<file path="src/hw/mips_isa_pkg.sv">
package mips_isa_pkg;

    ////////////////////////////////////////////////////////////
    // Basic word and field types
    ////////////////////////////////////////////////////////////

    typedef logic [31:0] word_t;
    typedef logic [4:0]  reg_idx_t;
    typedef logic [5:0]  opcode_t;
    typedef logic [5:0]  funct_t;

    // R-type layout, register to register ops
    typedef struct packed {
        opcode_t    opcode;
        reg_idx_t   rs;
        reg_idx_t   rt;
        reg_idx_t   rd;
        logic [4:0] shamt;
        funct_t     funct;
    } r_fields_t;

    // I-type layout, immediate, load/store and branch
    typedef struct packed {
        opcode_t     opcode;
        reg_idx_t    rs;
        reg_idx_t    rt;
        logic [15:0] imm;
    } i_fields_t;

    // Same 32 bits, read either way depending on opcode
    typedef union packed {
        r_fields_t r;
        i_fields_t i;
    } instr_u;

    ////////////////////////////////////////////////////////////
    // Opcode and funct codes
    ////////////////////////////////////////////////////////////

    localparam opcode_t OP_RTYPE = 6'h00;
    localparam opcode_t OP_BEQ   = 6'h04;
    localparam opcode_t OP_ADDI  = 6'h08;
    localparam opcode_t OP_LW    = 6'h23;
    localparam opcode_t OP_SW    = 6'h2b;

    localparam funct_t FN_ADD = 6'h20;
    localparam funct_t FN_SUB = 6'h22;
    localparam funct_t FN_AND = 6'h24;
    localparam funct_t FN_OR  = 6'h25;
    localparam funct_t FN_SLT = 6'h2a;

endpackage

</file>
<file path="src/hw/data_mem.sv">
`timescale 1ns/10ps

module data_mem
#(
    parameter int DMEM_DEPTH = 64
)
(
    input  logic                i_clk,
    input  logic                i_we,
    input  mips_isa_pkg::word_t i_addr,
    input  mips_isa_pkg::word_t i_wdata,

    output mips_isa_pkg::word_t o_rdata
);

    import mips_isa_pkg::*;

    localparam int AW = $clog2(DMEM_DEPTH);

    word_t           mem [DMEM_DEPTH];
    logic [AW-1:0]   word_idx;

    // Byte address to word index, upper bits wrap
    assign word_idx = i_addr[AW+1:2];

    always_ff @(posedge i_clk)
    begin
        if (i_we)
        begin
            mem[word_idx] <= i_wdata;
        end
    end

    assign o_rdata = mem[word_idx];

endmodule

</file>
<file path="config.mk">
export PLATFORM = sky130hd
export DESIGN_NAME = data_mem
export DESIGN_NICKNAME = d
export VERILOG_FILES = /design/src/hw/mips_isa_pkg.sv /design/src/hw/data_mem.sv
export SDC_FILE = /design/constraint.sdc
export NUM_CORES = 2
export LEC_CHECK = 0
export ABC_CLOCK_PERIOD_IN_PS = 8800
export BUFFER_PORTS_ARGS = -buffer_cell sky130_fd_sc_hd__buf_2
export CAP_MARGIN = 30
export CORE_UTILIZATION = 30
export CTS_BUF_LIST = sky130_fd_sc_hd__clkbuf_2
export CTS_CLUSTER_DIAMETER = 40
export DETAILED_ROUTE_END_ITERATION = 16
export PLACE_DENSITY = 0.46
export SKIP_CTS_REPAIR_TIMING = 1
export SYNTH_ARGS = -nofsm -noshare
export SYNTH_HDL_FRONTEND = slang
export SYNTH_SLANG_ARGS = --single-unit
</file>
<file path="constraint.sdc">
create_clock -name i_clk -period 8.8 [get_ports i_clk]
set_clock_uncertainty 0.15 [all_clocks]
set_input_delay 0.44 -clock i_clk [delete_from_list [all_inputs] [get_ports i_clk]]
set_output_delay 0.44 -clock i_clk [all_outputs]
set_load 0.02 [all_outputs]
</file>
# Word-level counts from Yosys, hierarchy flattened
# Memory sizes are Yosys's and may differ from the RTL's.
# Cells that the tools add are included.
[word_totals]
input_bits = 66
out_inout_bits = 32
wordCells = 3
regBits = 0
mem_bits_rw = 2048
mem_count = 1
[op_classes]
n_mux = 2
[mem_list]
columns = ["name", "depth", "width", "read_ports", "rd_ports_with_merged_regs", "write_ports", "line_no", "source"]
rows = [
  ["mem", 64, 32, 1, 0, 1, "data_mem.sv:20", "word_t mem [DMEM_DEPTH];"],
]
[op_table]
columns = ["operator", "n"]
rows = [
  ["$mux W1", 2],
]

# Depth between registers and ports, before layout
[depth]
depth_word = 2
depth_mapped = 13
ltp_nobuf = 6

# Worst setup path after synthesis
# OpenSTA, ideal clock, no wires.
[synth_path]
path_type = "input to register"
startpoint = "in i_addr[4]"
endpoint = "mem mem[15][0] in the netlist's numbering, enable pin"
stages = 8
required_time_ps = 8229
setup_time_ps = 421
n_path_buf = 6
slack_ps = 4971
arrival_ps = 3258
cell_sequence = "buf_2 buf_2 buf_2 buf_2 buf_2 buf_2 nand3_1 nor2_1"
[synth_lines]
columns = ["item", "line_no", "source"]
rows = [
  ["from (decl)", "data_mem.sv:10", "input mips_isa_pkg::word_t i_addr,"],
  ["to (decl)", "data_mem.sv:20", ""],
]
# No word-level cell before the write port.

# Worst setup path after layout
[layout_path]
startpoint = "in i_addr[6]"
endpoint = "out o_rdata[8]"
[layout_via]
elab_chain_cells = 1
[layout_rtl]
columns = ["item", "line_no", "source"]
rows = [
  ["$mem_v2 Z64 W32", "--", ""],
  ["to (decl)", "data_mem.sv:13", "output mips_isa_pkg::word_t o_rdata"],
]
# No other way between the ends.

==> metrics.cfg <==
[outcome]
status=finished, final reports clean

[finish]
largest_register_ffs=2048
multiInputGateArea_mm2=0.0161
regArea_mm2=0.0615
nFillCells=24993
fin_nets=4827
fin_util_pct=34.3
area_growth_pct=13.8
largest-register=mem
layout-drive-gt1-share_pct=27.5
reg.largest.list=mem: 2048 flops

[setup_path]
worstSetupStartpointType=input pin
cp.required_ps=8210
crit_path_end_kind=output pin
cp_max_fo=36
criticalPathCategory=input pin to output pin
cp.arrival_ps=5030

[drt]
ant_nets=0
post_drt_via_cell_ratio=5.20
dr.pass1.iters=8
wire_per_inst_um=28.4
route.detailed.drc=0
totalWireLength_mm=242
drtIter0Drc=4249
vias=44188

[logic_synthesis]
ys_top_cells_by_area=edfxtp_1 (79%), mux2i_1 (3.3%), mux4_2 (2.8%)
synth_edf_count=2048
synth_seq_cells=2048
synth_ff_type=edfxtp_1
ys_seq_area_share_pct=78.6
yosysUniqueCellTypes=55
yosys.area.top_type=edfxtp_1
ys_async_sr_fraction_pct=0
yosysWarnings=0
synthCells=4207
mappedNetlistArea_mm2=0.0783
synth_top_cell_area_share_pct=78.6
synth_nets=4273
avgSynthCellArea_um2=18.6

[power]
vdd_drop_max_uv=107
p_total_uw=18500
powerDensity_mw_per_mm2=208
leakage_uw=0.0291

[flow_run]
drv_cap=0

[clock_tree]
path_clk_slew_ps=110
cts_sinks=2048
clk_path_buf_depth=4
cts_buffers=532
cts_tree=built
htreeDepth=6
cts_root_buffer=clkbuf_2

[placement]
dp_hpwl_mm=132
gp_congestion=0.789
dp_slack_ps=3470
port_buffers=71

[die]
io_pins=98
num_rows=187
start_util_pct=30.2
core_area_mm2=0.259
die_w_um=513
dieArea_mm2=0.263
die_height_um=513

[timing]
hold_slack_ps=208
relSlewSlack_pct=26.9
finalSetupViolCount=0
rsz0062_at_grt=false
period_needed_ps=5620
worstMarginPinSlew_ps=1090
max_clock_freq_mhz=178
setup_tns_ps=0
finalCritPeriodShare_pct=63.9
setup_slack_ps=3180
slew_violations=0
finalHoldViolations=0

[global_route]
grt.total_usage_pct=18.0
grt_first_pass_wirelength_mm=339
grt_max_degree=123
overflow=0
first_global_vias=44788
antenna_found_initial=18

[min_path]
hold_class=input pin to register

[per-stage QoR]
| stage | instance area (um2) | cells |
|---|---|---|
| floorplan | 78300 | 4207 |
| global route | 89000 | 8489 |
| detailed placement | 83700 | 7556 |
| global placement | 83500 | 7541 |
| CTS | 88300 | 8410 |
| finish | 89100 | 8500 |
[area by class of cell]
cell class	count	area share [%]
sequential	2048	69.1
multi-input combinational	1859	18.1
tap	3402	4.78
clock buffer	769	4.32
timing repair buffer	318	2.90
clock inverter	85	0.795
antenna	17	0.0478
inverter	2	0.0169
[layout by cell type (no fill, tap or decap), types with 85 or more instances in the layout]
| master | Yosys | layout |
|---|---|---|
| clkbuf_2 | 0 | 769 |
| a22oi_1 | 188 | 188 |
| mux2i_1 | 259 | 259 |
| a21oi_1 | 121 | 121 |
| and3_1 | 85 | 85 |
| edfxtp_1 | 2048 | 2048 |
| buf_4 | 8 | 159 |
| o22ai_1 | 93 | 93 |
| mux4_2 | 96 | 96 |
| mux2_2 | 147 | 147 |
| a221oi_1 | 175 | 175 |
[metal layers]
metal | share of wire (%) | global-route usage, %
met5 | 0.035 | 0
met4 | 2.3 | 5.47
met3 | 5.9 | 3.41
met2 | 48 | 28.8
met1 | 44 | 24.6
[Yosys cell counts (all sizes together), types with 2 or more instances]
cell,count
a211oi,17
a221oi,175
a22oi,188
a222oi,16
or3,4
or4,15
nor3,22
o21ai,85
nand2b,18
buf,129
o221ai,6
nor2b,8
nand3b,2
nand3,54
mux2i,259
inv,2
a2111oi,15
and3b,2
clkbuf,169
and2,5
o22a,70
a21oi,121
and3,85
a22o,66
nor4,14
nand2,28
mux4,96
a31oi,43
o2bb2ai,15
edfxtp,2048
or4b,14
o22ai,93
mux2,147
nor2,145
nand4,3
o311ai,2
a221o,15
[path summary, 6_finish.rpt]
path,depth (start not counted),slack [ps],startpoint,endpoint
worst min-delay path,4,210,i_addr[3],mem[54][30]
worst max-delay path,8,3180,i_addr[6],o_rdata[8]
[logic make-up (layout without fill, tap and decap cells)]
| group | count (synthesis) | count (layout) | share of synthesized area (%) |
|---|---|---|---|
| mux | 502 | 502 | 8.19 |
| simple gates | 424 | 424 | 2.83 |
| other cells | 0 | 17 | 0 |
| buf+inv | 300 | 1174 | 1.70 |
| compound gates | 933 | 933 | 8.73 |
| flops | 2048 | 2048 | 78.6 |
[power by group]
part           switching (uW)  internal [uW]
clock                    3840           2700
sequential               13.4          10800
combinational             826            345
[worst max-delay path, stage by stage]
cell and delay, ps:
dlygate4sd3_1 660, buf_2 380, nand3b_1 680, buf_4 770, a211oi_1 320, a2111oi_2 1040
nand3_1 400, buf_2 280
Power figures use the tool's default switching activity.
