**src/hw/mips_isa_pkg.sv**
```systemverilog
package mips_isa_pkg;

    ////////////////////////////////////////////////////////////
    // Basic word and field types
    ////////////////////////////////////////////////////////////

    typedef logic [31:0] word_t;
    typedef logic [4:0]  reg_idx_t;
    typedef logic [5:0]  opcode_t;
    typedef logic [5:0]  funct_t;

    // R-type layout, register to register ops
    typedef struct packed {
        opcode_t    opcode;
        reg_idx_t   rs;
        reg_idx_t   rt;
        reg_idx_t   rd;
        logic [4:0] shamt;
        funct_t     funct;
    } r_fields_t;

    // I-type layout, immediate, load/store and branch
    typedef struct packed {
        opcode_t     opcode;
        reg_idx_t    rs;
        reg_idx_t    rt;
        logic [15:0] imm;
    } i_fields_t;

    // Same 32 bits, read either way depending on opcode
    typedef union packed {
        r_fields_t r;
        i_fields_t i;
    } instr_u;

    ////////////////////////////////////////////////////////////
    // Opcode and funct codes
    ////////////////////////////////////////////////////////////

    localparam opcode_t OP_RTYPE = 6'h00;
    localparam opcode_t OP_BEQ   = 6'h04;
    localparam opcode_t OP_ADDI  = 6'h08;
    localparam opcode_t OP_LW    = 6'h23;
    localparam opcode_t OP_SW    = 6'h2b;

    localparam funct_t FN_ADD = 6'h20;
    localparam funct_t FN_SUB = 6'h22;
    localparam funct_t FN_AND = 6'h24;
    localparam funct_t FN_OR  = 6'h25;
    localparam funct_t FN_SLT = 6'h2a;

endpackage

```
**src/hw/pc_unit.sv**
```systemverilog
`timescale 1ns/10ps

module pc_unit
(
    input  logic                i_clk,
    input  logic                i_reset,
    input  logic                i_advance,
    input  logic                i_take_branch,
    input  mips_isa_pkg::word_t i_imm,

    output mips_isa_pkg::word_t o_pc
);

    import mips_isa_pkg::*;

    word_t pc_reg;
    word_t pc_plus4;
    word_t pc_target;
    word_t pc_next;

    // Sequential and branch candidates
    assign pc_plus4  = pc_reg + 32'd4;
    assign pc_target = pc_plus4 + {i_imm[29:0], 2'b00};
    assign pc_next   = i_take_branch ? pc_target : pc_plus4;

    // Holds while no valid instruction is presented
    always_ff @(posedge i_clk)
    begin
        if (i_reset)
        begin
            pc_reg <= '0;
        end
        else if (i_advance)
        begin
            pc_reg <= pc_next;
        end
    end

    assign o_pc = pc_reg;

endmodule

```
**config.mk**
```make
export PLATFORM = sky130hd
export DESIGN_NAME = pc_unit
export DESIGN_NICKNAME = d
export VERILOG_FILES = /design/src/hw/mips_isa_pkg.sv /design/src/hw/pc_unit.sv
export SDC_FILE = /design/constraint.sdc
export NUM_CORES = 1
export LEC_CHECK = 0
export ABC_AREA = 0
export ABC_CLOCK_PERIOD_IN_PS = 4000
export BUFFER_PORTS_ARGS = -buffer_cell sky130_fd_sc_hd__buf_4
export CAP_MARGIN = 10
export CORE_MARGIN = 2
export CORE_UTILIZATION = 57
export DETAILED_ROUTE_END_ITERATION = 16
export PLACE_DENSITY = 0.82
export SLEW_MARGIN = 0
export SYNTH_ARGS = -nofsm -noshare
export SYNTH_HDL_FRONTEND = slang
export SYNTH_SLANG_ARGS = --single-unit
```
**constraint.sdc**
```tcl
create_clock -name i_clk -period 4 [get_ports i_clk]
set_input_delay 0.4 -clock i_clk [delete_from_list [all_inputs] [get_ports i_clk]]
set_output_delay 0.4 -clock i_clk [all_outputs]
set_load 0.05 [all_outputs]
```
# Word-level counts from Yosys, hierarchy flattened
# Cells that the tools add are included.
[classes]
multipliers = 0
muxes = 1
n_shift = 0
n_reduce_logical = 0
eq_ne = 0
add_sub_neg = 2
n_bitwise = 0
div = 0
magnitude_cmp = 0
[ops]
columns = ["op", "count"]
rows = [
  ["adder 32 x 3 -> 32 bit, second input constant", 1],
  ["adder 32 bit", 1],
  ["2-to-1 mux 32 bit", 1],
]
[word_totals]
rom_bits = 0
word_cells = 4
output_inout_bits = 32
in_bits = 36
mem_bits_rw = 0
latch_bits = 0
memories = 0
ff_bits = 32

# Longest topological paths before layout
[depth]
depth_word = 3
depth_mapped = 17
depth_no_buf = 16

# Worst setup path before layout
# OpenSTA, ideal clock, no wires.
[synth_timing]
path_type = "reg2reg"
from = "register pc_reg[10] (netlist: o_pc[10])"
to = "register pc_reg[31] (netlist: o_pc[31])"
n_path_buf = 1
t_required_ns = 3.877
setup_slack_ns = 0.122
setup_ns = 0.123
period_less_slack_ns = 3.878
stages_incl_launch_ff = 17
arrival_time_ns = 3.754
path_cell_list = "dfxtp_1 > and4_1 > and3_1 > and3_1 > buf_2 > and2_1 > nand2_1 > xnor2_1 > ha_1 > nand4_1 > nor3_1 > o2111ai_2 > a31oi_1 > o22ai_2 > mux2i_1 > mux2i_1 > mux2_1"
[synth_between]
elab_chain_len = 3
[synth_lines]
columns = ["element", "line", "source"]
rows = [
  ["start: declaration", "pc_unit.sv:16", "word_t pc_reg;"],
  ["start signal: assignment", "pc_unit.sv:35", "pc_reg <= pc_next;"],
  ["adder 32 x 3 -> 32 bit (*)", "pc_unit.sv:22", "assign pc_plus4 = pc_reg + 32'd4;"],
  ["adder 32 bit", "pc_unit.sv:23", "assign pc_target = pc_plus4 + {i_imm[29:0], 2'b00};"],
  ["2-to-1 mux 32 bit (*)", "pc_unit.sv:24", "assign pc_next = i_take_branch ? pc_target : pc_plus4;"],
]
# Mark *: on every way between the ends. The rest lies on a longest branch, timed or not.
# A chain may end at the register's enable or synchronous reset.

# Final worst setup path
[layout_timing]
from = "register pc_reg[2] (netlist: o_pc[2])"
to = "register pc_reg[31] (netlist: o_pc[31])"
# Same word-level chain as after synthesis.

==> flow_summary.ini <==
[status]
status = complete, no violations

[cts]
cts_sinks = 30
numCtsBuffers = 5
tritoncts = done
clk_latency_ns = 0.29
post_cts_buffers = 0
cts-root-buf = clkbuf_8
ctsLongestPathBuffers = 2
h-tree-depth = 2
ctsHoldBuffers = 0
path_clk_slew_ns = 0.07

[synth]
synthMuxAreaShare_pct = 1.69
ys_types = 62
ys.flop_type = dfxtp_1
synth.area.top_cells = dfxtp_1 17%, ha_1 13%, xnor2_1 8.5%
yosysTopAreaCellShare_pct = 16.6
synth_fa_ha_area_share_pct = 13.3
synthCells = 486
yosysTopAreaCell = dfxtp_1
ys_warn_count = 0
syn-mean-instance-area_sq_um = 7.45
synth_top_family_by_area = compound AO/OA/AOI/OAI gates
yosys.area_share.simple_pct = 21.9
synth-xor-area-share_pct = 11.6
synth-edff-count = 0
yosysSeqAreaShare_pct = 16.6
ys_ff_latch = 30
synth_compound_area_share_pct = 30.5
synth-async-reset-ratio_pct = 0
syn_area_sq_um = 3620

[floorplanning]
core-area_sq_um = 6240
pin_count = 68
start_util_pct = 58.0
rows = 29
fp.dieArea_sq_um = 7000
die_h_um = 83.7
die_w_um = 83.7

[sta]
layout_min_cycle_time_ns = 3.81
fin_crit_sh_pct = 95.4
rsz0062_at_grt = no
setup_viol = 0
slew_headroom_pct = 59.4
timing.final.hold_violations = 0
drv_slew = 0
final.setup.tns_ns = 0
clock_skew_ns = 0.0103
fmax_mhz = 262
tightest_slew_ns = 0.601

[route]
ant_nets = 0
routedWlPerCell_um = 16.5
drc_errors = 0
routed_via_density = 6.17
dr.pass1.iters = 5
drt_iter0_drc = 288
wl_mm = 10.4
vias = 3879

[critical_path]
path_max_fanout = 8
rrSetupSlack_ns = 0.19
crit_path_end_kind = register
arrival_ns = 4.00
r2r-end = o_pc[31]$_SDFFE_PP0P_
rr_worst_depth = 14
required_ns = 4.18
crit_type = reg -> reg
rr_startpoint = o_pc[2]$_SDFFE_PP0P_
startpoint_type = register

[min_path]
hold_class = in -> reg
hold_start = i_reset
whs_path_depth = 2
whs_endpoint = o_pc[20]$_SDFFE_PP0P_

[power_and_ir_drop]
p_per_area_nw_per_um2 = 309
ir_worst_vdd_v = 0.000232
finalPower_w = 0.00135
cellLeakagePower_nw = 2.08

[cells_and_area]
areaGrowthSynthToFinish_pct = 20.8
num-nets-final = 626
layout_common_cells = 81 x buf_4, 49 x nor2_1, 48 x nand2_1, 36 x ha_1, 34 x xnor2_1
final_common_cell = buf_4
largest_reg_flops = 30
drive_above_1_share_pct = 19.6
diodes = 0

[place]
hpwlAfterDp_mm = 7.79
io_buffers = 63
gp_congestion = 0.947

[grt]
grt_pass1_vias = 3642
grt_max_degree = 57
antenna_found_initial = 0
overflow = 0
grt_pass1_wl_mm = 17.0
grt_usage_pct = 29.3

[job]
max-cap-violations = 0
## how the worst max path moves through the flow
| stage | start | endpoint | slack [ns] | depth (start not counted) |
|---|---|---|---|---|
| 2_1_floorplan | o_pc[10]$_SDFFE_PP0P_ | o_pc[31]$_SDFFE_PP0P_ | 0.12 | 16 |
| 3_3_place_gp | o_pc[4]$_SDFFE_PP0P_ | o_pc[31]$_SDFFE_PP0P_ | 0.20 | 15 |
| 3_5_place_dp | o_pc[4]$_SDFFE_PP0P_ | o_pc[31]$_SDFFE_PP0P_ | 0.19 | 16 |
| 4_1_cts | o_pc[4]$_SDFFE_PP0P_ | o_pc[30]$_SDFFE_PP0P_ | 0.14 | 14 |
| 5_1_grt | o_pc[2]$_SDFFE_PP0P_ | o_pc[31]$_SDFFE_PP0P_ | 0.001 | 16 |
| 6_report | o_pc[2]$_SDFFE_PP0P_ | o_pc[31]$_SDFFE_PP0P_ | 0.19 | 14 |
## worst max-delay path, cell delays in order, from the launching register on
cell and delay [ns]:
dfxtp_1 0.36, buf_4 0.15, ha_1 0.36, nand2_1 0.16, xnor2_1 0.21, ha_1 0.32
a21o_1 0.22, a221o_1 0.38, a21o_1 0.25, o2111ai_2 0.26, a31oi_1 0.14, o22ai_2 0.15
mux2i_1 0.22, mux2i_1 0.21, mux2_1 0.33
## layer usage
metal / vias up / GRT usage, % / wire [um] / share of wire (%)
li1: 1901 / - / - / -
met1: 1792 / 37.1 / 4440 / 43
met2: 154 / 49.6 / 4940 / 48
met3: 32 / 3.76 / 616 / 5.9
met4: 0 / 13.2 / 389 / 3.7
met5: - / 0 / 0 / 0
## Yosys cell counts (4+ instances only)
master	count
o31ai_1	4
nand3_1	21
a211oi_1	12
inv_1	15
mux2i_1	5
and3_1	10
and2_1	9
buf_2	4
o21a_1	5
nand2_1	48
a21o_1	25
xnor2_1	35
o21ai_0	27
clkbuf_1	15
dfxtp_1	30
a22oi_1	8
ha_1	37
nor2b_1	4
a31oi_1	5
nand4_1	9
xor2_1	13
nor2_1	50
a21oi_1	30
o22ai_1	4
## where the power goes
part | switching (W) | total, W | internal [W]
Sequential | 0.0000312 | 0.000357 | 0.000326
Combinational | 0.000399 | 0.000667 | 0.000269
Clock | 0.000129 | 0.000329 | 0.000199
Total | 0.000559 | 0.00135 | 0.000794
## logic make-up (layout without fill, tap and decap cells)
| logic type | Yosys count | in the layout |
|---|---|---|
| compound gates | 157 | 157 |
| xor+xnor | 48 | 48 |
| fa+ha+maj | 38 | 38 |
| flops | 30 | 30 |
| other cells | 1 | 2 |
| simple gates | 168 | 168 |
| mux | 6 | 6 |
| buf+inv | 38 | 103 |
## layout make-up
cell class | instances | area (sq um)
Sequential cell | 30 | 602
Timing Repair Buffer | 81 | 608
Clock buffer | 6 | 82.6
Multi-Input combinational cell | 419 | 2900
Inverter | 15 | 56.3
Tap cell | 77 | 96.3
Clock inverter | 1 | 30.0
Fill cell | 547 | 1870
## metrics by stage
step	hold WS [ns]	area, sq um	instances	worst slack (ns)	utilization (%)
5_1_grt	0.517	4370	629	0.00112	70.1
6_report	0.501	4370	629	0.185	70.1
4_1_cts	0.504	4340	629	0.137	69.5
3_5_place_dp	0.503	4230	622	0.191	67.7
2_1_floorplan	0.595	3620	487	0.122	-
3_3_place_gp	0.499	4230	622	0.196	67.7
## timing repair
action	4_1_cts	5_1_grt
endpoints found under the setup margin	0	5
hold endpoints to repair	0	0
resized for setup	0	10
No activity file was read; power rests on OpenSTA's default activity.
