### src/hw/mips_ctrl_pkg.sv
package mips_ctrl_pkg;

    ////////////////////////////////////////////////////////////
    // ALU operation class, from the control unit
    ////////////////////////////////////////////////////////////

    // ADD   address calc for lw/sw, and addi
    // SUB   equality compare for beq
    // FUNCT R-type, the funct field picks the op
    typedef enum logic [1:0] {
        ALU_OP_ADD   = 2'b00,
        ALU_OP_SUB   = 2'b01,
        ALU_OP_FUNCT = 2'b10
    } alu_op_e;

    ////////////////////////////////////////////////////////////
    // ALU function, resolved inside the ALU
    ////////////////////////////////////////////////////////////

    // Zero output for anything not decoded
    typedef enum logic [2:0] {
        ALU_FN_ADD  = 3'd0,
        ALU_FN_SUB  = 3'd1,
        ALU_FN_AND  = 3'd2,
        ALU_FN_OR   = 3'd3,
        ALU_FN_SLT  = 3'd4,
        ALU_FN_ZERO = 3'd7
    } alu_fn_e;

endpackage

### src/hw/mips_isa_pkg.sv
package mips_isa_pkg;

    ////////////////////////////////////////////////////////////
    // Basic word and field types
    ////////////////////////////////////////////////////////////

    typedef logic [31:0] word_t;
    typedef logic [4:0]  reg_idx_t;
    typedef logic [5:0]  opcode_t;
    typedef logic [5:0]  funct_t;

    // R-type layout, register to register ops
    typedef struct packed {
        opcode_t    opcode;
        reg_idx_t   rs;
        reg_idx_t   rt;
        reg_idx_t   rd;
        logic [4:0] shamt;
        funct_t     funct;
    } r_fields_t;

    // I-type layout, immediate, load/store and branch
    typedef struct packed {
        opcode_t     opcode;
        reg_idx_t    rs;
        reg_idx_t    rt;
        logic [15:0] imm;
    } i_fields_t;

    // Same 32 bits, read either way depending on opcode
    typedef union packed {
        r_fields_t r;
        i_fields_t i;
    } instr_u;

    ////////////////////////////////////////////////////////////
    // Opcode and funct codes
    ////////////////////////////////////////////////////////////

    localparam opcode_t OP_RTYPE = 6'h00;
    localparam opcode_t OP_BEQ   = 6'h04;
    localparam opcode_t OP_ADDI  = 6'h08;
    localparam opcode_t OP_LW    = 6'h23;
    localparam opcode_t OP_SW    = 6'h2b;

    localparam funct_t FN_ADD = 6'h20;
    localparam funct_t FN_SUB = 6'h22;
    localparam funct_t FN_AND = 6'h24;
    localparam funct_t FN_OR  = 6'h25;
    localparam funct_t FN_SLT = 6'h2a;

endpackage

### src/hw/control_unit.sv
`timescale 1ns/10ps

module control_unit
(
    input  logic                    i_instr_valid,
    input  mips_isa_pkg::word_t     i_instruction,

    output logic                    o_reg_dst,
    output logic                    o_branch,
    output logic                    o_mem_write,
    output logic                    o_mem_to_reg,
    output logic                    o_alu_src,
    output logic                    o_reg_write,
    output mips_ctrl_pkg::alu_op_e  o_alu_op,
    output mips_isa_pkg::reg_idx_t  o_rs,
    output mips_isa_pkg::reg_idx_t  o_rt,
    output mips_isa_pkg::reg_idx_t  o_dest,
    output mips_isa_pkg::funct_t    o_funct,
    output mips_isa_pkg::word_t     o_imm
);

    import mips_isa_pkg::*;
    import mips_ctrl_pkg::*;

    instr_u instr;
    logic   funct_known;
    logic   wr_req;

    assign instr = i_instruction;

    // Field extraction
    assign o_rs    = instr.i.rs;
    assign o_rt    = instr.i.rt;
    assign o_funct = instr.r.funct;
    assign o_imm   = {{16{instr.i.imm[15]}}, instr.i.imm};

    // R-type with an unsupported funct writes nothing
    always_comb
    begin
        case (instr.r.funct)
            FN_ADD, FN_SUB, FN_AND, FN_OR, FN_SLT: funct_known = 1'b1;
            default:                               funct_known = 1'b0;
        endcase
    end

    // Opcode decode, everything inactive when the slot is empty
    always_comb
    begin
        o_reg_dst    = 1'b0;
        o_branch     = 1'b0;
        o_mem_write  = 1'b0;
        o_mem_to_reg = 1'b0;
        o_alu_src    = 1'b0;
        o_alu_op     = ALU_OP_ADD;
        wr_req       = 1'b0;
        if (i_instr_valid)
        begin
            case (instr.i.opcode)
                OP_RTYPE:
                begin
                    o_reg_dst = 1'b1;
                    o_alu_op  = ALU_OP_FUNCT;
                    wr_req    = funct_known;
                end
                OP_ADDI:
                begin
                    o_alu_src = 1'b1;
                    wr_req    = 1'b1;
                end
                OP_LW:
                begin
                    o_alu_src    = 1'b1;
                    o_mem_to_reg = 1'b1;
                    wr_req       = 1'b1;
                end
                OP_SW:
                begin
                    o_alu_src   = 1'b1;
                    o_mem_write = 1'b1;
                end
                OP_BEQ:
                begin
                    o_branch = 1'b1;
                    o_alu_op = ALU_OP_SUB;
                end
                default:
                begin
                    // Unknown opcode, runs as a nop
                end
            endcase
        end
    end

    // rd for R-type, rt otherwise; writes to r0 are dropped here
    assign o_dest      = o_reg_dst ? instr.r.rd : instr.i.rt;
    assign o_reg_write = wr_req && (o_dest != '0);

endmodule

### config.mk
export PLATFORM = sky130hd
export DESIGN_NAME = control_unit
export DESIGN_NICKNAME = d
export VERILOG_FILES = /design/src/hw/mips_ctrl_pkg.sv /design/src/hw/mips_isa_pkg.sv /design/src/hw/control_unit.sv
export SDC_FILE = /design/constraint.sdc
export NUM_CORES = 1
export LEC_CHECK = 0
export ABC_CLOCK_PERIOD_IN_PS = 5600
export BUFFER_PORTS_ARGS = -buffer_cell sky130_fd_sc_hd__clkbuf_2
export CORE_MARGIN = 4
export CORE_UTILIZATION = 33
export DETAILED_ROUTE_END_ITERATION = 7
export PLACE_DENSITY = 0.95
export SETUP_SLACK_MARGIN = 0.02
export SYNTH_ARGS = -nofsm -noshare
export SYNTH_HDL_FRONTEND = slang
export SYNTH_SLANG_ARGS = --single-unit
### constraint.sdc
create_clock -name vclk -period 5.6
set_clock_uncertainty 0.15 [all_clocks]
set_input_delay 0.56 -clock vclk [all_inputs]
set_output_delay 0.56 -clock vclk [all_outputs]
set_load 0.05 [all_outputs]
Yosys cells after proc, flatten, opt, wreduce, memory -nomap -nowiden:

Index checks and enable logic that the tools add are counted.

* output and inout port bits: 61
* flip-flop bits (word level): 0

* equality and inequality tests: 9
* mux-type cells: 16
* reduce and logical (&&, ||, !) cells: 6

Operators with widths (count)
* 6-bit == test (second input constant): 7
* 1-bit 2-to-1 mux: 12
* 6-bit by 3-bit == test with 1-bit output (second input constant): 1
* 6-bit by 4-bit == test with 1-bit output (second input constant): 1
* 6-bit logical NOT: 1
* 5-bit 2-to-1 mux: 1
* 5-bit nonzero test: 1
* 5-bit OR reduction: 1
* 2-bit case mux with 2 select lines: 1
* 3-bit OR reduction: 1
* 2-bit 2-to-1 mux: 1
* 1-bit case mux with 2 select lines: 1
* 2-bit OR reduction: 1
* 1-bit logical AND: 1

Longest topological paths before layout:

Gate-level depths: netlist of the first run.

* depth in word-level cells: 6
* gate-level depth with buffers: 5

Least setup slack after synthesis of the first run:

Ideal clock, no wire load.

* path kind: in2out
* start point: in i_instruction[31]
* end point: out o_alu_op[0]
* cell stages on the path: 4
* path buffers: 2
* path slack: 2136 ps
* arrival time: 2754 ps
* cell sequence: or4_1 clkbuf_2 nor3_1 buf_4

* longest elaborated chain between the ends: 3
* elaborated cells on any way between the ends: 4
* classes of those cells: 1 x eq/ne; 2 x mux; 1 x reduce/logical

Ends and longest elaborated chain
* from (decl): RTL line control_unit.sv:6 `input mips_isa_pkg::word_t i_instruction,`
* 6-bit by 3-bit == test with 1-bit output / 6-bit logical NOT (equally long branches): RTL line control_unit.sv:58 `case (instr.i.opcode)`
* 2-bit case mux with 2 select lines *: RTL line control_unit.sv:58
* 2-bit 2-to-1 mux *: RTL line control_unit.sv:56 `if (i_instr_valid)`
* to (decl): RTL line control_unit.sv:14 `output mips_ctrl_pkg::alu_op_e o_alu_op,`

Mark *: on every way between the ends. The rest lies on a longest branch, timed or not.

Worst setup path in the final report of the first run:

* start point: in i_instruction[31]
* end point: out o_reg_write

* longest elaborated chain between the ends: 6
* elaborated cells on any way between the ends: 11
* classes of those cells: 2 x eq/ne; 5 x mux; 4 x reduce/logical

Ends and longest elaborated chain
* 6-bit logical NOT: RTL line control_unit.sv:58
* 1-bit 2-to-1 mux: RTL line control_unit.sv:58
* 1-bit 2-to-1 mux: RTL line control_unit.sv:56
* 5-bit 2-to-1 mux: RTL line control_unit.sv:95 `assign o_dest = o_reg_dst ? instr.r.rd : instr.i.rt;`
* 5-bit nonzero test: RTL line control_unit.sv:96 `assign o_reg_write = wr_req && (o_dest != '0);`
* 1-bit logical AND *: RTL line control_unit.sv:96
* to (decl): RTL line control_unit.sv:13 `output logic o_reg_write,`

Marked as above.

==> results of run 1 <==
-- power by group --
| group | switching (mW) | leakage [nW] | total, mW | internal [mW] |
|---|---|---|---|---|
| clock | 0 | 0 | 0 | 0 |
| combinational | 0.0766 | 0.375 | 0.0965 | 0.0199 |
| sequential | 0 | 0 | 0 | 0 |
| total | 0.0766 | 0.375 | 0.0965 | 0.0199 |
-- Yosys cell counts --
cell | instances | area [um2]
o21a_1 | 1 | 7.510
nor2_1 | 2 | 7.510
mux2_2 | 5 | 56.30
o22a_2 | 1 | 10.01
a2111oi_2 | 1 | 15.01
mux2i_1 | 1 | 10.01
clkbuf_1 | 1 | 3.750
buf_6 | 1 | 11.26
clkbuf_2 | 1 | 5.000
or4_1 | 3 | 22.52
nand2b_1 | 2 | 12.51
nor3_4 | 1 | 16.27
nand4b_1 | 1 | 8.760
inv_1 | 2 | 7.510
nor3_1 | 6 | 30.03
nand2_1 | 1 | 3.750
a41oi_1 | 1 | 8.760
buf_4 | 49 | 367.9
-- stage by stage --
stage / cell area, um2 / hold slack [ns] / std cells / power [mW] / setup slack, ns
floorplan: 604.3 / 1.137 / 80 / 0.1098 / 2.136
global placement: 618.1 / 0.9706 / 127 / 0.09677 / 2.441
detailed placement: 618.1 / 0.9706 / 127 / 0.09728 / 2.396
CTS: 618.1 / 0.9706 / 127 / 0.09740 / 2.392
global route: 618.1 / 0.9701 / 127 / 0.1008 / 2.248
finish: 618.1 / 0.9700 / 127 / 0.09647 / 2.415
-- logic make-up (layout without fill, tap and decap cells) --
family / after synthesis / after routing
and+or+nand+nor: 16 / 16
muxes: 6 / 6
buffers and inverters: 54 / 76
AOI/OAI and AO/OA: 4 / 4
-- critical path: stages --
cell	delay, ns
clkbuf_2	0.09
or4_1	0.66
nor3_4	0.39
nor3_1	0.11
a2111oi_2	0.33
clkbuf_2	0.33
-- metal layers --
metal	share of wire	global-route usage	wire length, um	vias to the layer above
li1	-	-	-	263
met1	0.37	0.1230	539	210
met2	0.52	0.1739	767	36
met3	0.10	0.008902	152	2
met4	0.0034	0.01345	5	0
met5	0	0	0	-
-- cell type report --
cell class | count | area, um2
fill | 211 | 1109
timing repair buffer | 74 | 370.4
multi-input combinational | 26 | 209.0
tap | 25 | 31.28
inverter | 2 | 7.507
-- worst max-delay path by stage --
| stage | from | endpoint | depth (start not counted) |
|---|---|---|---|
| floorplan | i_instruction[31] | o_alu_op[0] | 4 |
| global placement | i_instruction[31] | o_reg_write | 6 |
| detailed placement | i_instruction[31] | o_reg_write | 6 |
| CTS | i_instruction[31] | o_reg_write | 6 |
| global route | i_instruction[31] | o_reg_write | 6 |
| finish | i_instruction[31] | o_reg_write | 6 |
==> flow_summary.yaml, run 1 <==
worst_hold_path:
  min_path_type: "input pin to output pin"
  worstHoldStart: "i_instruction[6]"
  min_path_cells: 0
  min_to: "o_imm[6]"
sta:
  finalHoldViolCount: 0
  period_minus_slack_ns: 3.185
  max_freq_mhz: 314.0
  slew_viol_final: 0
  tightest_slew_ns: 0.3632
  rsz0062_at_grt: "no"
  slew_headroom: 0.7571
  fin_tns_setup_ns: 0
  finalCritPeriodShare: 0.5687
  setup_violations: 0
global_routing:
  first_global_vias: 458
  grt_max_degree: 20
  grt_usage: 0.09565
  grt_overflow_total: 0
  antenna_found_initial: 0
  grt_pass1_wl_mm: 2.035
placement:
  port_buffers: 74
  globalplace.congestion: 0.6990
  dp_hpwl_mm: 1.372
cts:
  post_cts_buffers: 0
  cts-resized-gates: 0
  postCtsHoldBufs: 0
worst_setup_path:
  startpoint_type: "input pin"
  crit_fanout: 7
  path_class: "input pin to output pin"
  arrival_ns: 2.47
  required_ns: 4.89
  cp-end-kind: "output pin"
layout:
  final_cell_mix: "clkbuf_2 (74), nor3_1 (6), mux2_2 (5), or4_1 (3)"
  seq_area_um2: 0
  seq_cells: 0
  syn_to_final_growth_pct: 2.277
  final_util: 0.3580
  diodes: 0
  final_nets: 137
  layout_commonest_cell: "clkbuf_2"
  clock_buffers: 0
  drive_above_1_share: 0.8039
synth:
  yosysWarnings: 0
  synth_xor_area_frac: 0
  synth_nets: 113
  synth_area_um2: 604.3
  synth_top_family_by_area: "buffers and inverters"
  synthMuxAreaShare: 0.1097
  yosysSeqAreaShare: 0
  syn-instance-count: 80
  syn_avg_cell_area_um2: 7.554
  yosysUniqueCellTypes: 18
  yosys.area_share.adder: 0
  yosys.area_share.simple: 0.1677
  synth_compound_area_frac: 0.06832
routing:
  wl_mm: 1.464
  route.detailed.drc: 0
  dr_total_vias: 511
  drt_iter0_markers: 2
  vias_per_cell: 4.024
  wl_per_cell_um: 11.53
  drtPass1Iterations: 3
  ant_nets: 0
pwr:
  peakVddDrop_uv: 94.73
  p_leak_nw: 0.3749
  power_density_nw_per_um2: 156.1
status:
  status: "completed"
floorplanning:
  pin_count: 94
  dieArea_um2: 2580
  core_um2: 1727
  die_h_um: 50.80
  rows: 15
  die_width_um: 50.80
  start_util: 0.3500
flow_run:
  maxCapViolCount: 0
(Power assumes the default switching activity.)
==> run 2: changes to the inputs <==
ABC_CLOCK_PERIOD_IN_PS = 3300   (was 5600)
CORE_UTILIZATION = 30   (was 33)
PLACE_DENSITY = 0.94   (was 0.95)
clock period = 3.3 ns   (was 5.6 ns; I/O delays follow)
==> flow_summary.yaml, run 2 (synthesized netlist as in run 1, its figures left out) <==
global_routing:
  grt_max_degree: 20
  grt_overflow_total: 0
  grt_usage: 0.08635
  antenna_found_initial: 0
  first_global_vias: 428
  grt_pass1_wl_mm: 1.959
cts:
  cts-resized-gates: 0
  post_cts_buffers: 0
  postCtsHoldBufs: 0
layout:
  diodes: 0
  drive_above_1_share: 0.8039
  layout_commonest_cell: "clkbuf_2"
  seq_area_um2: 0
  final_cell_mix: "clkbuf_2 (74), nor3_1 (6), mux2_2 (5), or4_1 (3)"
  seq_cells: 0
  final_nets: 137
  fin_area_um2: 618.1
  clock_buffers: 0
  syn_to_final_growth_pct: 2.277
sta:
  max_freq_mhz: 372.0
  fin_tns_setup_ns: 0
  finalHoldViolCount: 0
  slew_headroom: 0.7750
  slew_viol_final: 0
  rsz0062_at_grt: "no"
  finalCritPeriodShare: 0.8146
  period_minus_slack_ns: 2.688
  tightest_slew_ns: 0.3364
  setup_violations: 0
placement:
  globalplace.congestion: 0.7186
  port_buffers: 74
  dpl_cell_area_um2: 618.1
  dp_hpwl_mm: 1.308
routing:
  wl_met2_um: 695
  wl_met1_um: 534
  vias_per_cell: 4.039
  wl_mm: 1.389
  drt_iter0_markers: 1
  met3WireLength_um: 159
  ant_nets: 0
  dr_total_vias: 513
  route.detailed.drc: 0
  wl_per_cell_um: 10.94
  routed.top_layer: "met3"
  drtPass1Iterations: 2
pwr:
  peakVddDrop_uv: 192.7
  power_density_nw_per_um2: 264.6
  p_leak_nw: 0.3749
  total_power_uw: 163.6
worst_setup_path:
  slowest_stage: "or4_1"
  arrival_ns: 2.21
  critPathMaxStageDelay_ns: 0.66
  cpMostUsedCell: "clkbuf_2"
  crit_start: "i_instruction[31]"
  path_class: "input pin to output pin"
  worstSetupEndpoint: "o_reg_write"
  cp-end-kind: "output pin"
  crit_chain: "clkbuf_2 > or4_1 > nor3_4 > nor3_1 > a2111oi_2 > clkbuf_2"
  startpoint_type: "input pin"
  required_ns: 2.82
  crit_fanout: 7
floorplanning:
  die_h_um: 52.88
  die_width_um: 52.88
  dieArea_um2: 2796
  pin_count: 94
  core_um2: 1821
  start_util: 0.3320
  rows: 15
flow_run:
  maxCapViolCount: 0
status:
  status: "completed"
worst_hold_path:
  min_path_type: "input pin to output pin"
run 2: cell counts in the layout (fill, tap and decap cells not counted):
Identical to the previous run, type by type.
run 2: report_power, final:
group,internal (mW),total (mW),switching (mW)
Combinational,0.0338,0.164,0.130
Clock,0,0,0
Sequential,0,0,0
run 2: worst min path at each step:
| stage | start | end | slack (ns) | cells past startpoint |
|---|---|---|---|---|
| 2_1_floorplan | i_instruction[0] | o_funct[0] | 0.68 | 1 |
| 3_3_place_gp | i_instruction[8] | o_imm[8] | 0.51 | 0 |
| 3_5_place_dp | i_instruction[8] | o_imm[8] | 0.51 | 0 |
| 4_1_cts | i_instruction[8] | o_imm[8] | 0.51 | 0 |
| 5_1_grt | i_instruction[7] | o_imm[7] | 0.51 | 0 |
| 6_report | i_instruction[6] | o_imm[6] | 0.51 | 0 |
run 2: routing by layer:
layer  up-vias  GRT usage
met5         -          0
met4         0   0.004255
met3         0   0.002817
met2        32     0.1632
met1       216     0.1120
li1        265          -
run 2: critical path: cells and delay by family:
family | cells | cell delay (ns)
compound gates | 1 | 0.33
simple gates | 3 | 1.13
buf+inv | 2 | 0.42
run 2: stage by stage:
step	setup WS (ns)	cells	hold WS, ns	util
after floorplan	0.2958	80	0.6771	-
after global placement	0.6230	127	0.5103	0.3395
after detailed placement	0.6004	127	0.5103	0.3395
after CTS	0.5895	127	0.5103	0.3395
after global routing	0.4997	127	0.5101	0.3395
final	0.6119	127	0.5100	0.3395
run 2: area by class of cell:
class              count  area [um2]
fillers              218        1202
repair buffers        74       370.4
multi-input cells     26       209.0
well taps             25       31.28
inverters              2       7.507
