File: src/hw/mips_ctrl_pkg.sv
package mips_ctrl_pkg;

    ////////////////////////////////////////////////////////////
    // ALU operation class, from the control unit
    ////////////////////////////////////////////////////////////

    // ADD   address calc for lw/sw, and addi
    // SUB   equality compare for beq
    // FUNCT R-type, the funct field picks the op
    typedef enum logic [1:0] {
        ALU_OP_ADD   = 2'b00,
        ALU_OP_SUB   = 2'b01,
        ALU_OP_FUNCT = 2'b10
    } alu_op_e;

    ////////////////////////////////////////////////////////////
    // ALU function, resolved inside the ALU
    ////////////////////////////////////////////////////////////

    // Zero output for anything not decoded
    typedef enum logic [2:0] {
        ALU_FN_ADD  = 3'd0,
        ALU_FN_SUB  = 3'd1,
        ALU_FN_AND  = 3'd2,
        ALU_FN_OR   = 3'd3,
        ALU_FN_SLT  = 3'd4,
        ALU_FN_ZERO = 3'd7
    } alu_fn_e;

endpackage

File: src/hw/mips_isa_pkg.sv
package mips_isa_pkg;

    ////////////////////////////////////////////////////////////
    // Basic word and field types
    ////////////////////////////////////////////////////////////

    typedef logic [31:0] word_t;
    typedef logic [4:0]  reg_idx_t;
    typedef logic [5:0]  opcode_t;
    typedef logic [5:0]  funct_t;

    // R-type layout, register to register ops
    typedef struct packed {
        opcode_t    opcode;
        reg_idx_t   rs;
        reg_idx_t   rt;
        reg_idx_t   rd;
        logic [4:0] shamt;
        funct_t     funct;
    } r_fields_t;

    // I-type layout, immediate, load/store and branch
    typedef struct packed {
        opcode_t     opcode;
        reg_idx_t    rs;
        reg_idx_t    rt;
        logic [15:0] imm;
    } i_fields_t;

    // Same 32 bits, read either way depending on opcode
    typedef union packed {
        r_fields_t r;
        i_fields_t i;
    } instr_u;

    ////////////////////////////////////////////////////////////
    // Opcode and funct codes
    ////////////////////////////////////////////////////////////

    localparam opcode_t OP_RTYPE = 6'h00;
    localparam opcode_t OP_BEQ   = 6'h04;
    localparam opcode_t OP_ADDI  = 6'h08;
    localparam opcode_t OP_LW    = 6'h23;
    localparam opcode_t OP_SW    = 6'h2b;

    localparam funct_t FN_ADD = 6'h20;
    localparam funct_t FN_SUB = 6'h22;
    localparam funct_t FN_AND = 6'h24;
    localparam funct_t FN_OR  = 6'h25;
    localparam funct_t FN_SLT = 6'h2a;

endpackage

File: src/hw/alu.sv
`timescale 1ns/10ps

module alu
(
    input  mips_ctrl_pkg::alu_op_e  i_alu_op,
    input  mips_isa_pkg::funct_t    i_funct,
    input  mips_isa_pkg::word_t     i_a,
    input  mips_isa_pkg::word_t     i_b,

    output mips_isa_pkg::word_t     o_result,
    output logic                    o_zero
);

    import mips_isa_pkg::*;
    import mips_ctrl_pkg::*;

    alu_fn_e fn;

    // Function select from class and funct
    always_comb
    begin
        case (i_alu_op)
            ALU_OP_ADD: fn = ALU_FN_ADD;
            ALU_OP_SUB: fn = ALU_FN_SUB;
            ALU_OP_FUNCT:
            begin
                case (i_funct)
                    FN_ADD:  fn = ALU_FN_ADD;
                    FN_SUB:  fn = ALU_FN_SUB;
                    FN_AND:  fn = ALU_FN_AND;
                    FN_OR:   fn = ALU_FN_OR;
                    FN_SLT:  fn = ALU_FN_SLT;
                    default: fn = ALU_FN_ZERO;
                endcase
            end
            default: fn = ALU_FN_ZERO;
        endcase
    end

    // Datapath
    always_comb
    begin
        case (fn)
            ALU_FN_ADD: o_result = i_a + i_b;
            ALU_FN_SUB: o_result = i_a - i_b;
            ALU_FN_AND: o_result = i_a & i_b;
            ALU_FN_OR:  o_result = i_a | i_b;
            ALU_FN_SLT: o_result = {31'b0, $signed(i_a) < $signed(i_b)};
            default:    o_result = '0;
        endcase
    end

    // Used by beq after the SUB
    assign o_zero = (o_result == '0);

endmodule

File: config.mk
export PLATFORM = sky130hd
export DESIGN_NAME = alu
export DESIGN_NICKNAME = d
export VERILOG_FILES = /design/src/hw/mips_ctrl_pkg.sv /design/src/hw/mips_isa_pkg.sv /design/src/hw/alu.sv
export SDC_FILE = /design/constraint.sdc
export NUM_CORES = 1
export LEC_CHECK = 0
export ABC_AREA = 1
export BUFFER_PORTS_ARGS = -buffer_cell sky130_fd_sc_hd__buf_2
export CAP_MARGIN = 20
export CORE_AREA = 3 3 157 159
export DETAILED_ROUTE_END_ITERATION = 8
export DIE_AREA = 0 0 160 162
export SYNTH_ARGS = -nofsm -noshare
export SYNTH_HDL_FRONTEND = slang
export SYNTH_SLANG_ARGS = --single-unit
export TNS_END_PERCENT = 20
File: constraint.sdc
create_clock -name vclk -period 3.1
set_input_delay 0.62 -clock vclk [all_inputs]
set_output_delay 0.62 -clock vclk [all_outputs]
set_load 0.05 [all_outputs]
Word-level counts from Yosys, hierarchy flattened --
Cells that the tools add are included.
Storage, ports and cells: bits in registers 0, input port bits 72, logic and storage cells 22
Operators by class: add/subtract/negate cells 2, magnitude comparators 1, equality and inequality tests 11, multiplexer cells 3, bitwise operators 2, reduce and logical (&&, ||, !) cells 3
Operator list (count):
- one-hot mux 32 bit (5 select lines) | 1
- adder 32 bit | 1
- AND 32 bit | 1
- zero test 32 bit | 1
- less-than comparator 32 bit | 1
- bitwise OR 32 bit | 1
- subtractor 32 bit | 1
- equality test 6 bit (second input constant) | 5
- one-hot mux 3 bit (5 select lines) | 1
- one-hot mux 3 bit (3 select lines) | 1
- equality test 3 x 2 -> 1 bit (second input constant) | 2
- equality test 3 x 1 -> 1 bit (second input constant) | 1
- equality test 3 bit (second input constant) | 1
- zero test 3 bit | 1
- equality test 2 x 1 -> 1 bit (second input constant) | 1
- equality test 2 bit (second input constant) | 1
- zero test 2 bit | 1

Longest topological paths before layout --
Gate-level depths: netlist of the first run.
depth after elaboration 6, depth in mapped cells 22, gate-level depth less buffers 21

Worst setup path after synthesis of the first run --
OpenSTA, ideal clock, no wires.
kind input-to-output, start point in i_a[0], end point out o_zero, arrival 3.469 ns, required time 2.480 ns, path slack -0.989 ns, stages on the path 18, path buffers 0, path through ha_1 > inv_1 > fa_1 > nor2_1 > o21ai_1 > nand2_1 > nand2_1 > nand2_1 > nand3_1 > nand2_1 > nand2_1 > nand3_1 > nand3_1 > nor2_1 > nand2_1 > nor2_1 > nand2_1 > nor2_1
On the way: cells in the longest elaborated chain, start to end 3, elaborated cells between the ends (all ways) 7, classes of those cells add/sub (2); order compare (1); mux (1); bitwise (2); reduce/logical (1)
RTL lines:
- start, declared | RTL line alu.sv:7 | input mips_isa_pkg::word_t i_a,
- subtractor 32 bit / adder 32 bit (equally long branches) | RTL line alu.sv:45, alu.sv:44
- one-hot mux 32 bit (5 select lines) (*) | RTL line alu.sv:43 | case (fn)
- named net o_result[20] | RTL line alu.sv:10 | output mips_isa_pkg::word_t o_result,
- zero test 32 bit (*) | RTL line alu.sv:54 | assign o_zero = (o_result == '0);
- end, declared | RTL line alu.sv:11 | output logic o_zero
The timed path passes the listed nets; every way through them passes the cells marked *.

Worst setup path in the final report of the first run --
start point in i_a[0], end point out o_zero
On the way: cells in the longest elaborated chain, start to end 3, elaborated cells between the ends (all ways) 7, classes of those cells add/sub (2); order compare (1); mux (1); bitwise (2); reduce/logical (1)
RTL lines:
- subtractor 32 bit, or another cell as far along | RTL line alu.sv:45 | ALU_FN_SUB: o_result = i_a - i_b;
- one-hot mux 32 bit (5 select lines) (*) | RTL line alu.sv:43
- zero test 32 bit (*) | RTL line alu.sv:54
Every way passes the cells marked *; elsewhere a longest branch is shown, timed or not.

==> run metrics, run 1 <==
status finished with violations; failing checks negative setup slack; # diodes 0; commonest non-fill, non-tap cells in the layout 385 x buf_4, 348 x nand2_1, 235 x inv_1; yosys warns 0; final setup fails 27; die height 162 um; most common cell after layout, fill and taps aside buf_4; PD cells 222 nW/um2; Seq/Total Area, Yosys 0; worst setup margin -0.514 ns; port bufs 105; DP HPWL 28700 um; largest net degree at the start of global routing 17; share of cells above drive strength 1 0.483; HP Class in -> out; first-pass GRT wire length 52300 um; Die Wd 160 um; Setup WS pre-CTS -0.913 ns; Max Cap Viol 0; vias in the first global route 9894; first drt pass iteration count 5; nets 2032; # IOs 105; placed instance area 10900 um2; initial antenna violation count 0; Mapped Nets 1558; drt wl/cell 15.7 um; Avg Vias per Cell 4.69; Worst Setup Start Kind input pin; Tightest Pin Transition 0.334 ns; WP data required 2.48 ns; register area 0 um2; DR iter-0 viols 716; global-route usage over all layers 0.253; num rows 56; Placer Congestion 1.03; relative slew slack 0.775; worst vdd ir 201 uV; WHS Endpoint o_result[5]; # DRC 0; post-route cell area 12700 um2; Final period util 1.17; RSZ-0062 raised after global routing yes; die area 25900 um2; Final Hold Fails 0; clock buf count 0; vias post-DR 10200; Crit. End Element primary output; final WL 34000 um; Worst Hold Depth 6; library cells used by synthesis 36; Slew Viols, Final 0; core box area 23400 um2; Mapped Area 6990 um2; static leakage 7.08 nW; minimum clock period 3.61 ns; Fmax 277 MHz; post-route ant nets 0; Setup TNS -3.73 ns; Mapped Cells 1381; area grow syn2layout 81.9%; arrival time worst endpoint 2.99 ns; hold wc startpoint i_b[5]; GRT overflow 0; Initial Util 0.299; Crit Path Class in -> out; worst-path fanout max 3; Final Util 0.544; Seq cells 0; Syn Area/Cell 5.06 um2
==> worst max path at each step <==
| stage | to | from | slack, ns | cells past startpoint |
|---|---|---|---|---|
| 2_1_floorplan | o_zero | i_b[17] | -0.42 | 18 |
| 3_3_place_gp | o_zero | i_b[0] | -0.91 | 19 |
| 3_5_place_dp | o_zero | i_b[0] | -0.91 | 19 |
| 4_1_cts | o_zero | i_a[0] | -0.48 | 21 |
| 5_1_grt | o_zero | i_a[0] | -0.65 | 21 |
| 6_report | o_zero | i_a[0] | -0.51 | 21 |
==> cell families after synthesis <==
logic type      share of synthesized area
buf+inv                             0.196
xor+xnor                           0.0251
fa+ha+maj                           0.190
simple gates                        0.511
compound gates                     0.0778
==> worst max-delay path: stages <==
cell and delay [ns]:
buf_8 0.08, inv_4 0.03, ha_4 0.16, fa_2 0.43, o21ai_4 0.19, nand3_2 0.11
nand2_2 0.10, nand2_2 0.06, nand2_2 0.08, buf_6 0.10, nand2_4 0.04, nand2_4 0.05
nor2_4 0.05, nor2_2 0.10, nand3_2 0.10, nor2_4 0.13, nand2_2 0.08, nor2_2 0.10
nand2_2 0.08, nor2_4 0.14, buf_8 0.15
==> synth_stat cells <==
master     number  share of area
nand2_1       446           0.24
inv_2          16         0.0086
a21oi_4         1         0.0023
a21oi_1        49          0.035
nand4_1        26          0.023
nor2_1        141          0.076
nor3b_1         2         0.0021
o21ai_4         1         0.0023
o2111ai_1       1         0.0013
inv_1         287           0.15
nor3_1          9         0.0064
nand2_2         5         0.0045
o21ai_0        24          0.017
a21o_1          1         0.0011
o21bai_1       10          0.011
o21ai_1         8         0.0057
nand2_8         1         0.0029
nand2_4         2         0.0032
xor2_1         17          0.021
and2_1          2         0.0018
ha_1          103           0.18
nor2_2          8         0.0072
buf_6           8          0.013
fa_1            2         0.0057
a31oi_1         1        0.00090
a21oi_2         1         0.0013
nand3_2         4         0.0057
buf_2          23          0.016
or2_0           2         0.0018
nor2_4          5         0.0081
buf_4           4         0.0043
or2_1           1        0.00090
xnor2_1         3         0.0038
nand3_1       148           0.11
nor3_2          4         0.0057
nand3b_1       15          0.016
==> timing repair <==
item                       in CTS  in global routing
buffers inserted               31                 11
gates cloned                    2                  0
hold buffers                    0                  0
pin swaps                      86                 80
resized for setup             298                131
setup endpoints to repair      33                 33
==> layout make-up <==
| class | instances | area, um2 |
|---|---|---|
| multi-input cells | 1044 | 7130 |
| repair buffers | 506 | 4020 |
| fillers | 2429 | 10700 |
| inverters | 303 | 1170 |
| well taps | 319 | 399 |
==> where the power goes <==
part | leakage (nW) | switching, mW | internal [mW]
combinational | 7.08 | 1.59 | 1.24
clock | 0 | 0 | 0
sequential | 0 | 0 | 0
total | 7.08 | 1.59 | 1.24
==> per-stage QoR <==
stage	power, mW	cells	hold WS, ns
4_1_cts	2.64	2161	1.98
6_report	2.83	2172	1.95
3_5_place_dp	2.30	2130	2.04
5_1_grt	3.03	2172	2.00
2_1_floorplan	1.26	1381	1.71
3_3_place_gp	2.29	2130	2.03
==> metal layers <==
metal / global-route usage / wire [um] / vias to the layer above
met2: 0.422 / 15300 / 335
met1: 0.361 / 15900 / 4652
li1: - / - / 5156
met4: 0.0438 / 660 / 0
met5: 0 / 0 / -
met3: 0.0201 / 2100 / 33
No activity file was read; power rests on OpenSTA's default activity.
==> inputs of run 2 (changes only) <==
==> constraint.sdc (replaced) <==
create_clock -name vclk -period 3.1
set_input_delay 0.465 -clock vclk [all_inputs]
set_output_delay 0.465 -clock vclk [all_outputs]
set_load 0.05 [all_outputs]
==> run metrics, run 2 (synthesized netlist as in run 1, its figures left out) <==
final cell count without fillers 2140; Final Hold Fails 0; hold_buf cts 0; Initial Util 0.299; Slew Viols, Final 0; die height 162 um; placed instance area 10900 um2; Slowest cell on crit path fa_2; # DRC 0; post-route ant nets 0; WP data required 2.63 ns; HP Class in -> out; static leakage 6.75 nW; Max Cap Viol 0; WHS 1.72 ns; DP HPWL 28500 um; slowest stage delay, CP 0.42 ns; Comb pwr share 1.000; Buf+Inv Stages, Crit Path 5; Worst Setup Start Kind input pin; Crit. End Element primary output; commonest non-fill, non-tap cells in the layout 414 x nand2_1, 357 x buf_4, 259 x inv_1; arrival time worst endpoint 3.00 ns; Int Pwr 1.01 mW; most common cell after layout, fill and taps aside nand2_1; minimum clock period 3.47 ns; Tightest Pin Transition 0.455 ns; Die Wd 160 um; register area 0 um2; worst vdd ir 206 uV; Clk pwr share 0; Seq pwr share 0; share of cells above drive strength 1 0.391; initial antenna violation count 0; first drt pass iteration count 7; Fmax 288 MHz; die area 25900 um2; post-route cell area 11500 um2; Seq cells 0; drt wl/cell 15.3 um; vias in the first global route 9507; num rows 56; worst setup margin -0.367 ns; final WL 32700 um; status finished with violations; Placer Congestion 1.03; worst-path fanout max 3; GRT overflow 0; # IOs 105; Crit Path Class in -> out; # diodes 0; failing checks negative setup slack; clock buf count 0; crit-path cells buf_8 -> buf_6 -> ha_4 -> fa_2 -> buf_6 -> inv_4 -> nand3_2 -> nand3_2 -> nand2_2 -> nand3b_1 -> nand2_1 -> nand2_1 -> nor2_2 -> nor2_1 -> nand3_2 -> nor2_2 -> nand2_1 -> nor2_2 -> nand2_2 -> nor2_4 -> buf_8; vias post-DR 9922; nets 2000; port bufs 105; Final period util 1.12; placed cells 2126; DR iter-0 viols 617; first-pass GRT wire length 50200 um; relative slew slack 0.696; largest net degree at the start of global routing 16; sw frac 0.586; RSZ-0062 raised after global routing yes; final setup fails 2; Avg Vias per Cell 4.64; core box area 23400 um2; area grow syn2layout 64.4%; switching power 1.44 mW; global-route usage over all layers 0.242; CP top delay family simple AND/OR/NAND/NOR gates; PD cells 213 nW/um2
[run 2: path summary, 6_finish.rpt]
check	from	to	slack, ns	cells after the start
setup / recovery	i_b[0]	o_zero	-0.37	21
hold / removal	i_a[16]	o_result[16]	1.72	9
[run 2: per-stage QoR]
step	power, mW	setup slack, ns	TNS [ns]	util
detailed placement	2.28	-0.554	-1.95	0.465
floorplan	1.26	-0.107	-0.107	-
global route	2.65	-0.449	-1.59	0.491
finish	2.45	-0.367	-0.555	0.491
CTS	2.33	-0.317	-0.317	0.473
global placement	2.27	-0.548	-2.02	0.465
[run 2: what timing repair did]
action                     in CTS  in global routing
cloned                          1                  0
setup endpoints to repair      26                 28
gates resized for setup        35                112
pin swaps                      22                 33
setup buffers                   6                  7
[run 2: layer usage]
layer  wire length [um]  global-route usage  vias up
met2              14900               0.411      264
li1                   -                   -     5086
met4                293              0.0213        0
met1              15400               0.341     4551
met3               2120              0.0288       21
met5                  0                   0        -
[run 2: power groups by stage]
stage	Combinational, mW	Clock [mW]	Sequential (mW)
finish	2.45	0	0
detailed placement	2.28	0	0
CTS	2.33	0	0
global route	2.65	0	0
global placement	2.27	0	0
floorplan	1.26	0	0
[run 2: cell type report]
| cell class | count | area (um2) |
|---|---|---|
| Fill cell | 2569 | 11900 |
| Inverter | 303 | 1160 |
| Timing Repair Buffer | 474 | 3470 |
| Tap cell | 319 | 399 |
| Multi-Input combinational cell | 1044 | 6460 |
[run 2: tightest hold or removal path, delay by kind of cell]
kind	cells	cell delay [ns]
buf+inv	6	0.52
simple gates	2	0.12
fa+ha+maj	1	0.14
==> inputs of run 3 (changes only) <==
- ABC_AREA: 1 -> default
- CORE_AREA: 3 3 157 159 -> 3 3 142 144
- DIE_AREA: 0 0 160 162 -> 0 0 145 147
==> run metrics, run 3 <==
status finished with violations; failing checks negative setup slack; most common cell in the synthesized netlist ha_1; Final period util 1.40; Placer Congestion 0.989; Overall Power 2.43 mW; # IOs 105; clock buf count 0; Die Wd 145 um; most common cell after layout, fill and taps aside buf_4; Multi-input gate area 6070 um2; Worst Hold Depth 6; post-route cell area 10400 um2; WHS Endpoint o_result[1]; Syn Area/Cell 6.84 um2; num rows 50; Fmax 231 MHz; largest net degree at the start of global routing 34; commonest non-fill, non-tap cells in the layout 358 x buf_4, 87 x inv_1, 81 x ha_1; arrival time worst endpoint 3.87 ns; Slew Viols, Final 0; final WL 26100 um; nets 1434; first-pass GRT wire length 40200 um; global-route usage over all layers 0.226; # DRC 0; die height 147 um; final cell count without fillers 1515; area grow syn2layout 83.6%; Seq/Total Area, Yosys 0; worst setup margin -1.23 ns; Post-Synth XOR/XNOR Area 0.0263; Adder-Cell Fraction of Synth Area 0.234; Max Cap Viol 0; placed cells 1488; CP Launch Point i_a[1]; Seq cells 0; Tightest Pin Transition 0.774 ns; worst-path fanout max 4; Crit. End Element primary output; # diodes 0; top-area cell type share of the netlist area 0.227; core box area 18800 um2; Post-Synth Simple-Gate Area 0.225; largest family of logic cells by synthesized area compound AO/OA/AOI/OAI gates; Crit Path Class in -> out; die area 21300 um2; Setup TNS -10.98 ns; Mapped Nets 1005; hold wc startpoint i_b[1]; Setup WS pre-CTS -1.67 ns; filler cell count in the final layout 1739; proportion of synthesized area in mux cells 0.0110; complex-gate fraction of the synthesized area 0.380; Initial Util 0.301; Mapped Area 5670 um2; WP data required 2.63 ns; first drt pass iteration count 5; Worst Setup Start Kind input pin; RSZ-0062 raised after global routing yes; biggest area consumer among synthesized cells ha_1; Post-synth top cells 103 x ha_1, 96 x inv_1, 75 x a21oi_1; DP HPWL 21200 um; worst vdd ir 129 uV; placed instance area 9210 um2; library cells used by synthesis 90; port bufs 105; Final Hold Fails 0; post-route ant nets 0; yosys warns 0; vias in the first global route 7774; DR iter-0 viols 679; PD cells 234 nW/um2; Avg Vias per Cell 5.25; register area 0 um2; HP Class in -> out; GRT overflow 0; relative slew slack 0.481; static leakage 4.99 nW; Mapped Cells 828; hold_buf cts 0; initial antenna violation count 0; ranking of synthesized cells by area ha_1 23%, a21oi_1 6.6%, inv_1 6.4%, nor2_1 4.9%, nand2_1 4.2%; share of cells above drive strength 1 0.521; vias post-DR 7950; drt wl/cell 17.2 um; final setup fails 27; minimum clock period 4.33 ns
## run 3: cell types whose count changed in the layout (fill, tap and decap cells not counted), sizes merged, moves of 12 or more
cell	before	now
a21o	1	14
nand4	26	6
nor2	154	74
nand2	454	63
o31ai	0	15
a211oi	0	25
nand3	152	14
a21oi	52	77
o21ai	33	53
xor2	17	1
o211ai	0	22
inv	303	96
xnor2	3	16
nor4	0	12
## run 3: area by class of cell
type / instances / share of cell area
Multi-Input combinational cell: 684 / 0.583
Timing Repair Buffer: 474 / 0.350
Inverter: 97 / 0.0358
Tap cell: 260 / 0.0313
## run 3: power by group
| group | switching (mW) | leakage (nW) | total [mW] | internal (mW) |
|---|---|---|---|---|
| Sequential | 0 | 0 | 0 | 0 |
| Combinational | 1.29 | 4.99 | 2.43 | 1.14 |
| Clock | 0 | 0 | 0 | 0 |
| Total | 1.29 | 4.99 | 2.43 | 1.14 |
## run 3: routing by layer
metal  GRT usage  up-vias  part of all wire
met5           0        -                 0
met4      0.0504        0             0.021
met3      0.0234       47             0.059
met2       0.374      305              0.46
met1       0.317     3739              0.46
li1            -     3859                 -
## run 3: timing repair
action | CTS | global route
endpoints found under the setup margin | 31 | 31
pin swaps | 60 | 53
resized for setup | 143 | 84
buffers inserted | 10 | 19
## run 3: worst max-delay path: stages
cell and delay (ns):
buf_8 0.08, clkinvlp_4 0.13, ha_4 0.30, buf_4 0.11
nor2_4 0.04, o311ai_4 0.35, a211o_1 0.25, and2_4 0.18
a21oi_4 0.06, o41ai_4 0.46, buf_4 0.20, o2111ai_1 0.13
nor2b_4 0.16, nor4_2 0.28, nand4_1 0.24, nor3_4 0.24
buf_6 0.18
## run 3: worst max path at each step
stage | endpoint | slack (ns) | depth (start not counted)
after floorplan | o_zero | -0.96 | 13
after global placement | o_zero | -1.69 | 17
after detailed placement | o_zero | -1.67 | 16
after CTS | o_zero | -1.16 | 16
after global routing | o_zero | -1.35 | 19
final | o_zero | -1.23 | 17
## run 3: kinds of logic (layout without fill, tap and decap cells)
group | count (synthesis) | count (layout)
compound gates | 304 | 304
xor+xnor | 17 | 17
fa+ha+maj | 105 | 105
buf+inv | 144 | 571
mux | 6 | 6
simple gates | 252 | 252
## run 3: stage by stage
step           hold WS [ns]  utilization
6_report               1.71        0.552
5_1_grt                1.75        0.552
4_1_cts                1.72        0.526
3_5_place_dp           1.73        0.489
3_3_place_gp           1.71        0.489
2_1_floorplan          1.30            -
